==> src/common/cache_pkg.sv <==
package cache_pkg;

	// ------------------------------------------------------------
	// cache geometry and data types
	// ------------------------------------------------------------
	localparam int WORDS_PER_LINE = 4;

	typedef logic [31:0] word_t;

	// word 0 sits in the low bits
	typedef logic [WORDS_PER_LINE*$bits(word_t)-1:0] line_t;

	typedef logic [29:0] proc_addr_t;   // {tag, set, word}
	typedef logic [27:0] mem_addr_t;    // line address, no word bits

	// ------------------------------------------------------------
	// request bundles
	// ------------------------------------------------------------
	typedef struct packed {
		logic       read;
		logic       write;
		proc_addr_t addr;
		word_t      wdata;
	} proc_req_t;

	typedef struct packed {
		logic      read;
		logic      write;
		mem_addr_t addr;
		line_t     wdata;    // write-back line
	} mem_req_t;

	// miss sequencer
	typedef enum logic [1:0] {
		ST_READY     = 2'd0,
		ST_WRITEBACK = 2'd1,
		ST_FILL      = 2'd2
	} cache_state_e;

endpackage
==> src/cache_top.sv <==
`timescale 1ns/1ps

module cache_top #(
	parameter int SET_BITS = 2
) (
	input  logic                 clk,
	input  logic                 rst_n,
	input  cache_pkg::proc_req_t proc_req,
	output cache_pkg::word_t     proc_rdata,
	output logic                 proc_stall,
	output cache_pkg::mem_req_t  mem_req,
	input  cache_pkg::line_t     mem_rdata,
	input  logic                 mem_ready
);

	localparam int TAG_BITS = $bits(cache_pkg::mem_addr_t) - SET_BITS;

	// ------------------------------------------------------------
	// internal wiring
	// ------------------------------------------------------------
	logic                hit;
	logic                access_way;     // hit way, else victim way
	logic                victim_valid;
	logic [TAG_BITS-1:0] victim_tag;
	logic                wr_en;
	logic                touch_en;
	logic                fill_en;
	cache_pkg::line_t    victim_line;

	cache_ctrl #(.SET_BITS(SET_BITS)) u_ctrl (
		.clk          (clk),
		.rst_n        (rst_n),
		.proc_req     (proc_req),
		.hit          (hit),
		.victim_valid (victim_valid),
		.victim_tag   (victim_tag),
		.victim_line  (victim_line),
		.mem_ready    (mem_ready),
		.proc_stall   (proc_stall),
		.wr_en        (wr_en),
		.touch_en     (touch_en),
		.fill_en      (fill_en),
		.mem_req      (mem_req)
	);

	tag_store #(.SET_BITS(SET_BITS)) u_tags (
		.clk          (clk),
		.rst_n        (rst_n),
		.addr         (proc_req.addr),
		.touch_en     (touch_en),
		.fill_en      (fill_en),
		.hit          (hit),
		.access_way   (access_way),
		.victim_valid (victim_valid),
		.victim_tag   (victim_tag)
	);

	line_store #(.SET_BITS(SET_BITS)) u_lines (
		.clk          (clk),
		.addr         (proc_req.addr),
		.access_way   (access_way),
		.wr_en        (wr_en),
		.fill_en      (fill_en),
		.wdata        (proc_req.wdata),
		.fill_line    (mem_rdata),     // fill straight from memory
		.rd_word      (proc_rdata),
		.victim_line  (victim_line)
	);

endmodule

==> src/cache/line_store.sv <==
`timescale 1ns/1ps

module line_store #(
	parameter int SET_BITS = 2
) (
	input  logic                  clk,
	input  cache_pkg::proc_addr_t addr,
	input  logic                  access_way,
	input  logic                  wr_en,
	input  logic                  fill_en,
	input  cache_pkg::word_t      wdata,
	input  cache_pkg::line_t      fill_line,
	output cache_pkg::word_t      rd_word,
	output cache_pkg::line_t      victim_line
);

	localparam int OFFSET_BITS = $clog2(cache_pkg::WORDS_PER_LINE);
	localparam int WORD_BITS   = $bits(cache_pkg::word_t);
	localparam int NUM_SETS    = 1 << SET_BITS;

	// ------------------------------------------------------------
	// data array, guarded by the valid bits in tag_store
	// ------------------------------------------------------------
	cache_pkg::line_t data_q [NUM_SETS][2];

	logic [SET_BITS-1:0]    set_idx;
	logic [OFFSET_BITS-1:0] word_sel;
	cache_pkg::line_t       cur_line;
	cache_pkg::line_t       next_line;

	assign word_sel = addr[OFFSET_BITS-1:0];
	assign set_idx  = addr[OFFSET_BITS +: SET_BITS];
	assign cur_line = data_q[set_idx][access_way];

	// merge the write word into the current line, or take the fill
	always_comb begin
		next_line = cur_line;
		if (fill_en) begin
			next_line = fill_line;
		end else begin
			for (int w = 0; w < cache_pkg::WORDS_PER_LINE; w++) begin
				if (w == int'(word_sel)) begin
					next_line[w*WORD_BITS +: WORD_BITS] = wdata;
				end
			end
		end
	end

	always_ff @(posedge clk) begin
		if (fill_en || wr_en) begin
			data_q[set_idx][access_way] <= next_line;
		end
	end

	// ------------------------------------------------------------
	// read side
	// ------------------------------------------------------------
	assign victim_line = cur_line;     // whole line for write-back

	always_comb begin
		rd_word = cur_line[WORD_BITS-1:0];
		for (int w = 1; w < cache_pkg::WORDS_PER_LINE; w++) begin
			if (w == int'(word_sel)) begin
				rd_word = cur_line[w*WORD_BITS +: WORD_BITS];
			end
		end
	end

endmodule

==> src/cache/tag_store.sv <==
`timescale 1ns/1ps

module tag_store #(
	parameter int SET_BITS = 2
) (
	input  logic                                           clk,
	input  logic                                           rst_n,
	input  cache_pkg::proc_addr_t                          addr,
	input  logic                                           touch_en,
	input  logic                                           fill_en,
	output logic                                           hit,
	output logic                                           access_way,
	output logic                                           victim_valid,
	output logic [$bits(cache_pkg::mem_addr_t)-SET_BITS-1:0] victim_tag
);

	localparam int OFFSET_BITS = $clog2(cache_pkg::WORDS_PER_LINE);
	localparam int TAG_BITS    = $bits(cache_pkg::mem_addr_t) - SET_BITS;
	localparam int NUM_SETS    = 1 << SET_BITS;

	// ------------------------------------------------------------
	// storage
	// ------------------------------------------------------------
	logic [TAG_BITS-1:0]      tag_q [NUM_SETS][2];
	logic [NUM_SETS-1:0][1:0] valid_q;
	logic [NUM_SETS-1:0]      lru_q;    // holds the least recently used way

	logic [SET_BITS-1:0] set_idx;
	logic [TAG_BITS-1:0] req_tag;
	logic [1:0]          way_hit;
	logic                victim_way;

	assign set_idx = addr[OFFSET_BITS +: SET_BITS];
	assign req_tag = addr[OFFSET_BITS+SET_BITS +: TAG_BITS];

	// ------------------------------------------------------------
	// lookup
	// ------------------------------------------------------------
	always_comb begin
		for (int w = 0; w < 2; w++) begin
			way_hit[w] = valid_q[set_idx][w] && (tag_q[set_idx][w] == req_tag);
		end
	end

	assign hit = |way_hit;

	// empty ways first, then lru
	always_comb begin
		if (!valid_q[set_idx][0]) begin
			victim_way = 1'b0;
		end else if (!valid_q[set_idx][1]) begin
			victim_way = 1'b1;
		end else begin
			victim_way = lru_q[set_idx];
		end
	end

	assign access_way   = hit ? way_hit[1] : victim_way;
	assign victim_valid = valid_q[set_idx][victim_way];
	assign victim_tag   = tag_q[set_idx][victim_way];

	// ------------------------------------------------------------
	// update
	// ------------------------------------------------------------
	always_ff @(posedge clk or negedge rst_n) begin
		if (!rst_n) begin
			valid_q <= '0;
			lru_q   <= '0;
		end else begin
			if (touch_en || fill_en) begin
				lru_q[set_idx] <= ~access_way;  // other way becomes lru
			end
			if (fill_en) begin
				valid_q[set_idx][access_way] <= 1'b1;
			end
		end
	end

	always_ff @(posedge clk) begin
		if (fill_en) begin
			tag_q[set_idx][access_way] <= req_tag;
		end
	end

	// a line must never live in both ways of one set
	a_no_dup_tag: assert property (@(posedge clk) disable iff (!rst_n)
		!((&valid_q[set_idx]) && (tag_q[set_idx][0] == tag_q[set_idx][1])));

endmodule

==> src/cache/cache_ctrl.sv <==
`timescale 1ns/1ps

module cache_ctrl #(
	parameter int SET_BITS = 2
) (
	input  logic                                           clk,
	input  logic                                           rst_n,
	input  cache_pkg::proc_req_t                           proc_req,
	input  logic                                           hit,
	input  logic                                           victim_valid,
	input  logic [$bits(cache_pkg::mem_addr_t)-SET_BITS-1:0] victim_tag,
	input  cache_pkg::line_t                               victim_line,
	input  logic                                           mem_ready,
	output logic                                           proc_stall,
	output logic                                           wr_en,
	output logic                                           touch_en,
	output logic                                           fill_en,
	output cache_pkg::mem_req_t                            mem_req
);

	localparam int OFFSET_BITS = $clog2(cache_pkg::WORDS_PER_LINE);
	localparam int ADDR_BITS   = $bits(cache_pkg::proc_addr_t);

	cache_pkg::cache_state_e state_q;
	cache_pkg::cache_state_e state_d;

	logic                req_valid;
	logic [SET_BITS-1:0] set_idx;
	logic                ready_hit;

	assign req_valid = proc_req.read | proc_req.write;
	assign set_idx   = proc_req.addr[OFFSET_BITS +: SET_BITS];
	assign ready_hit = (state_q == cache_pkg::ST_READY) && hit;

	// ------------------------------------------------------------
	// state register and sequencing
	// ------------------------------------------------------------
	always_ff @(posedge clk or negedge rst_n) begin
		if (!rst_n) begin
			state_q <= cache_pkg::ST_READY;
		end else begin
			state_q <= state_d;
		end
	end

	always_comb begin
		state_d = state_q;
		case (state_q)
			cache_pkg::ST_READY: begin
				// skip write-back when the victim way is empty
				if (req_valid && !hit) begin
					state_d = victim_valid ? cache_pkg::ST_WRITEBACK : cache_pkg::ST_FILL;
				end
			end
			cache_pkg::ST_WRITEBACK: begin
				if (mem_ready) begin
					state_d = cache_pkg::ST_FILL;
				end
			end
			cache_pkg::ST_FILL: begin
				if (mem_ready) begin
					state_d = cache_pkg::ST_READY;
				end
			end
			default: state_d = cache_pkg::ST_READY;
		endcase
	end

	// ------------------------------------------------------------
	// requester side and store strobes
	// ------------------------------------------------------------
	assign proc_stall = req_valid && !ready_hit;    // combinational on a miss
	assign wr_en      = ready_hit && proc_req.write;
	assign touch_en   = ready_hit && req_valid;
	assign fill_en    = (state_q == cache_pkg::ST_FILL) && mem_ready;

	// memory request, held as a level until mem_ready
	always_comb begin
		mem_req = '0;
		case (state_q)
			cache_pkg::ST_WRITEBACK: begin
				mem_req.write = 1'b1;
				mem_req.addr  = {victim_tag, set_idx};  // victim's own line address
				mem_req.wdata = victim_line;
			end
			cache_pkg::ST_FILL: begin
				mem_req.read = 1'b1;
				mem_req.addr = proc_req.addr[ADDR_BITS-1:OFFSET_BITS];
			end
			default: begin
				mem_req = '0;
			end
		endcase
	end

	// ------------------------------------------------------------
	// checks
	// ------------------------------------------------------------
	a_mem_excl: assert property (@(posedge clk) disable iff (!rst_n)
		!(mem_req.read && mem_req.write));

	// requester must hold its request across the whole miss
	a_req_hold: assert property (@(posedge clk) disable iff (!rst_n)
		proc_stall |=> $stable(proc_req));

	// the cycle after a fill the held request must hit in the tag store
	a_fill_hit: assert property (@(posedge clk) disable iff (!rst_n)
		fill_en |=> (hit && !proc_stall));

endmodule

==> config.mk <==
export PLATFORM = sky130hd
export DESIGN_NAME = cache_top
export DESIGN_NICKNAME = d
export VERILOG_FILES = /design/src/common/cache_pkg.sv /design/src/cache_top.sv /design/src/cache/line_store.sv /design/src/cache/tag_store.sv /design/src/cache/cache_ctrl.sv
export SDC_FILE = /design/constraint.sdc
export NUM_CORES = 2
export LEC_CHECK = 0
export BUFFER_PORTS_ARGS = -buffer_cell sky130_fd_sc_hd__clkbuf_2
export CORE_MARGIN = 4
export CORE_UTILIZATION = 55
export CTS_BUF_LIST = sky130_fd_sc_hd__clkbuf_16
export DETAILED_ROUTE_END_ITERATION = 12
export PLACE_DENSITY = 0.81
export REMOVE_ABC_BUFFERS = 1
export SLEW_MARGIN = 0
export SYNTH_ARGS = -nofsm -noshare
export SYNTH_HDL_FRONTEND = slang
export SYNTH_SLANG_ARGS = --single-unit
==> constraint.sdc <==
create_clock -name clk -period 9 [get_ports clk]
set_clock_uncertainty 0.1 [all_clocks]
set_input_delay 1.8 -clock clk [delete_from_list [all_inputs] [get_ports clk]]
set_output_delay 1.8 -clock clk [all_outputs]
set_load 0.02 [all_outputs]
==> run_results.csv <==
group,metric,value,unit
outcome,run_status,"complete, no violations",
floorplan,die_area,105700,sq um
route,met2_routed_wirelength,72790,um
setup_path,critical_path_peak_fanout,109,
yosys,postSynth.topFlopCell,"sky130_fd_sc_hd__edfxtp_1",
cts,tritoncts,"built",
yosys,main_combinational_cell_family_by_area_after_synthesis,"multiplexers",
route,firstDrtPassIters,6,
yosys,synth_cells,3407,
cts,cts.sinks,1246,
placed_design,finalWeightedCongestion,0.8269,
timing,finalSetupViolations,0,
placed_design,io_buffer_count,385,
cts,clk_root_buffer_cell,"sky130_fd_sc_hd__clkbuf_16",
min_path,hold_path_startpoint,"u_tags.valid_q[4]$_DFFE_PN0P_",
floorplan,start_util,55.37,%
placed_design,place_hpwl,86040,um
power_and_ir_drop,power.combinational.fraction,29.3,%
min_path,worstHoldEndpoint,"u_tags.valid_q[4]$_DFFE_PN0P_",
yosys,share_of_the_synthesized_area_in_compound_gates_ao_oa_aoi_oai,9.516,%
cts,cts_hold_repair.buffers,0,
setup_path,timing.reg2reg.worst_path_depth,11,
yosys,simple_gate_share_of_the_synthesized_area,4.169,%
timing,worst_slew_margin_rel,15.41,%
power_and_ir_drop,worst_ir_drop_vdd,243.0,uV
cts,clk_pin_slew_worst_setup_hold_paths,0.06,ns
layout,finalInstanceArea,63030,sq um
setup_path,kind_of_critical_path,"input pin to output pin",
setup_path,worst_path_largest_cell_delay,0.61,ns
route,drtIter0Drc,4959,
layout,layout.filler_cells,6803,
power_and_ir_drop,power.net_switching,6.007,mW
yosys,synth_edf_count,1232,
yosys,netlist_area,55290,sq um
timing,final.period_utilization,90.00,%
route,routedWlPerCell,30.00,um
layout,areaGrowthSynthToFinish,14.01,%
timing,fin_crit,8.100,ns
timing,final-hold-violation-count,0,
timing,worst_pin_slew,1.256,ns
yosys,synthArstFlopShare,1.124,%
power_and_ir_drop,p_leak,21.29,nW
floorplan,die_w,325.1,um
yosys,ys_ff_latch,1246,
route,avgViaCountPerCell,6.794,
power_and_ir_drop,p_clk_share,28.8,%
cts,post_cts_buffers,0,
floorplan,core_area,99860,sq um
setup_path,crit_required,7.10,ns
setup_path,worst_ep_arrival_time,6.20,ns
floorplan,rows,116,
route,routed.top_layer,"met5",
setup_path,crit_path_cell_trace,"buf_8 -> mux4_2 -> nor2b_1 -> or4_1 -> nor4_1 -> o2111ai_4 -> buf_12 -> a21oi_4 -> buf_4 -> mux2i_1 -> o32a_1 -> clkbuf_2",
floorplan,dieHeight,325.1,um
power_and_ir_drop,p_total,18.38,mW
setup_path,worstReg2RegEnd,"u_lines.data_q[3][251]$_DFFE_PP_",
power_and_ir_drop,share_seq_of_total_power,41.9,%
global_route,grt_first_pass_wirelength,226500,um
global_route,grt_util_all_layers,28.64,%
setup_path,critPathSlowestCell,"sky130_fd_sc_hd__mux4_2",
cts,cts.htree.levels,3,
setup_path,regToRegStartpoint,"u_tags.tag_q[3][29]$_DFFE_PP_",
power_and_ir_drop,power.density_cell_area,291.6,nW/um^2
min_path,hold_path.class,"flop to flop",
power_and_ir_drop,cell_internal_pwr,12.38,mW
yosys,synth.mux.area_fraction,14.93,%
yosys,seq_area_frac_synth,67.55,%
layout,nets,3917,
global_route,grt_antenna_before_repair,3,
setup_path,cp-end-kind,"output pin",
yosys,yosys.cell_types.count,46,
setup_path,cp-start-kind,"input pin",
global_route,first_global_vias,35027,
min_path,worst_hold_path.num_cells,1,
power_and_ir_drop,switching_share,32.68,%
timing,hold-worst-slack,0.3747,ns
timing,setup_tns,0,ns
layout,fin_util,63.12,%
yosys,synthAdderAreaFrac,0.06789,%
timing,unrepaired_setup_endpoints_after_global_routing,"no",
timing,final_max_slew_viol_count,0,
placed_design,place_area,58830,sq um
route,dr_wl_met3,18500,um
route,detail-route-antenna-nets,0,
yosys,post_synth_xor_area_fraction,0.7762,%
cts,clkLatencyLatePin,0.70,ns
route,vias,34821,
setup_path,setup.reg_to_reg.worst_slack,3.46,ns
global_route,grt_max_degree,129,
route,remaining_drc_errors,0,
cts,cts_repair_resized_insts,0,
route,drt_wl_total,153800,um
route,wirelength_met1,55620,um
cts,cts_made_buffers,120,
floorplan,io_pins,386,
run,maxCapViolations,0,
timing,fmax,123.5,MHz
yosys,postSynthAreaPerCell,16.23,sq um
cts,cts_buffer_depth,3,
yosys,yosys_warnings,0,
layout,post_route_cells_drive_above_1_share,27.16,%
global_route,grt_overflow,0,
-- per-stage QoR --
stage	cells	worst slack [ns]
final	5125	0.9002
after global routing	5123	0.6305
after CTS	5123	0.9131
after detailed placement	4895	0.9158
after global placement	4895	0.9665
after floorplan	3137	-19.48
-- state kept, by name, indices dropped and copies added, names as in the netlist --
register,flops
u_ctrl.state_q,2
u_lines.data_q,1024
u_tags.lru_q,4
u_tags.tag_q,208
u_tags.valid_q,8
-- area by class of cell --
cell class	count	area, sq um	area share [%]
tap	1298	1624	2.577
multi-input combinational	1753	16490	26.16
sequential	1246	37350	59.25
clock inverter	108	1199	1.902
clock buffer	120	3003	4.764
inverter	138	518.0	0.8218
antenna	2	5.005	0.007940
timing repair buffer	460	2850	4.522
-- power by group through the flow --
| stage | sequential [mW] | combinational (mW) | clock (mW) |
|---|---|---|---|
| finish | 7.70 | 5.39 | 5.30 |
| global route | 7.72 | 5.71 | 5.61 |
| CTS | 7.69 | 5.29 | 5.35 |
| detailed placement | 7.81 | 5.23 | 0 |
| global placement | 7.78 | 5.09 | 0 |
| floorplan | 7.61 | 2.89 | 0 |
-- layout by cell type (no fill, tap or decap), types with 10 or more instances in the layout --
master,instances
sky130_fd_sc_hd__nor2_1,31
sky130_fd_sc_hd__bufinv_16,22
sky130_fd_sc_hd__mux2_2,36
sky130_fd_sc_hd__xnor2_1,39
sky130_fd_sc_hd__o21bai_1,12
sky130_fd_sc_hd__buf_4,49
sky130_fd_sc_hd__and2_1,101
sky130_fd_sc_hd__inv_1,152
sky130_fd_sc_hd__a21oi_1,32
sky130_fd_sc_hd__a2111oi_0,26
sky130_fd_sc_hd__buf_12,27
sky130_fd_sc_hd__o21ai_0,268
sky130_fd_sc_hd__clkbuf_16,120
sky130_fd_sc_hd__dfrtp_1,14
sky130_fd_sc_hd__nor2b_1,56
sky130_fd_sc_hd__a22oi_1,28
sky130_fd_sc_hd__o32a_1,25
sky130_fd_sc_hd__mux2i_1,71
sky130_fd_sc_hd__clkinv_1,23
sky130_fd_sc_hd__a211oi_1,283
sky130_fd_sc_hd__clkbuf_2,382
sky130_fd_sc_hd__a21o_1,25
sky130_fd_sc_hd__clkinv_2,23
sky130_fd_sc_hd__nor2_4,11
sky130_fd_sc_hd__xor2_1,10
sky130_fd_sc_hd__edfxtp_1,1232
sky130_fd_sc_hd__o21a_1,75
sky130_fd_sc_hd__mux4_2,317
sky130_fd_sc_hd__nand2_1,249
-- cells in the mapped netlist (all sizes together), types with 4 or more instances --
master	instances	area, sq um
nand4	8	50.05
o21a	75	563.0
buf	76	406.6
mux4	317	7139
mux2	36	405.4
nor2	50	187.7
mux2i	71	710.7
o32a	25	250.2
nor2b	57	356.6
edfxtp	1232	37000
a21oi	33	165.2
a22oi	28	210.2
a21o	26	195.2
a2111oi	26	227.7
o21bai	12	90.09
and2	104	650.6
inv	138	518.0
nand3	4	20.02
xnor2	39	341.6
o21ai	268	1341
xor2	10	87.58
clkbuf	194	728.2
dfrtp	14	350.3
a211oi	283	2125
nand2	252	945.9
-- worst max-delay path: cells and delay by family --
family	cells	cell delay (ns)
AO/OA/AOI/OAI	3	0.99
buffers and inverters	4	1.44
multiplexers	2	0.75
AND/OR/NAND/NOR	3	1.13
-- cells by family (layout without fill, tap and decap cells) --
| logic type | Yosys count | in the layout |
|---|---|---|
| AOI/OAI and AO/OA | 787 | 787 |
| xor gates and xnor gates | 49 | 49 |
| adders and majority gates | 3 | 3 |
| buffers and inverters | 408 | 826 |
| DFF | 1246 | 1246 |
| muxes | 424 | 424 |
| other | 0 | 2 |
| and+or+nand+nor | 490 | 490 |
-- how the worst max path moves through the flow --
stage               cells past startpoint  slack, ns                                to         start
floorplan                               5     -19.48  u_lines.data_q[0][128]$_DFFE_PP_  proc_req[34]
global placement                       12       0.97                     proc_rdata[7]  proc_req[34]
detailed placement                     12       0.92                     proc_rdata[7]  proc_req[34]
CTS                                    12       0.91                     proc_rdata[7]  proc_req[34]
global route                           13       0.63                     proc_rdata[7]  proc_req[34]
finish                                 12       0.90                     proc_rdata[7]  proc_req[34]
-- routing by layer --
metal  up-vias  global-route usage, %
met4         4                  11.40
met5         -                      0
met1     17456                  38.31
met2      2670                  45.51
li1      14219                      -
met3       472                  7.489
No activity file was read; power rests on OpenSTA's default activity.
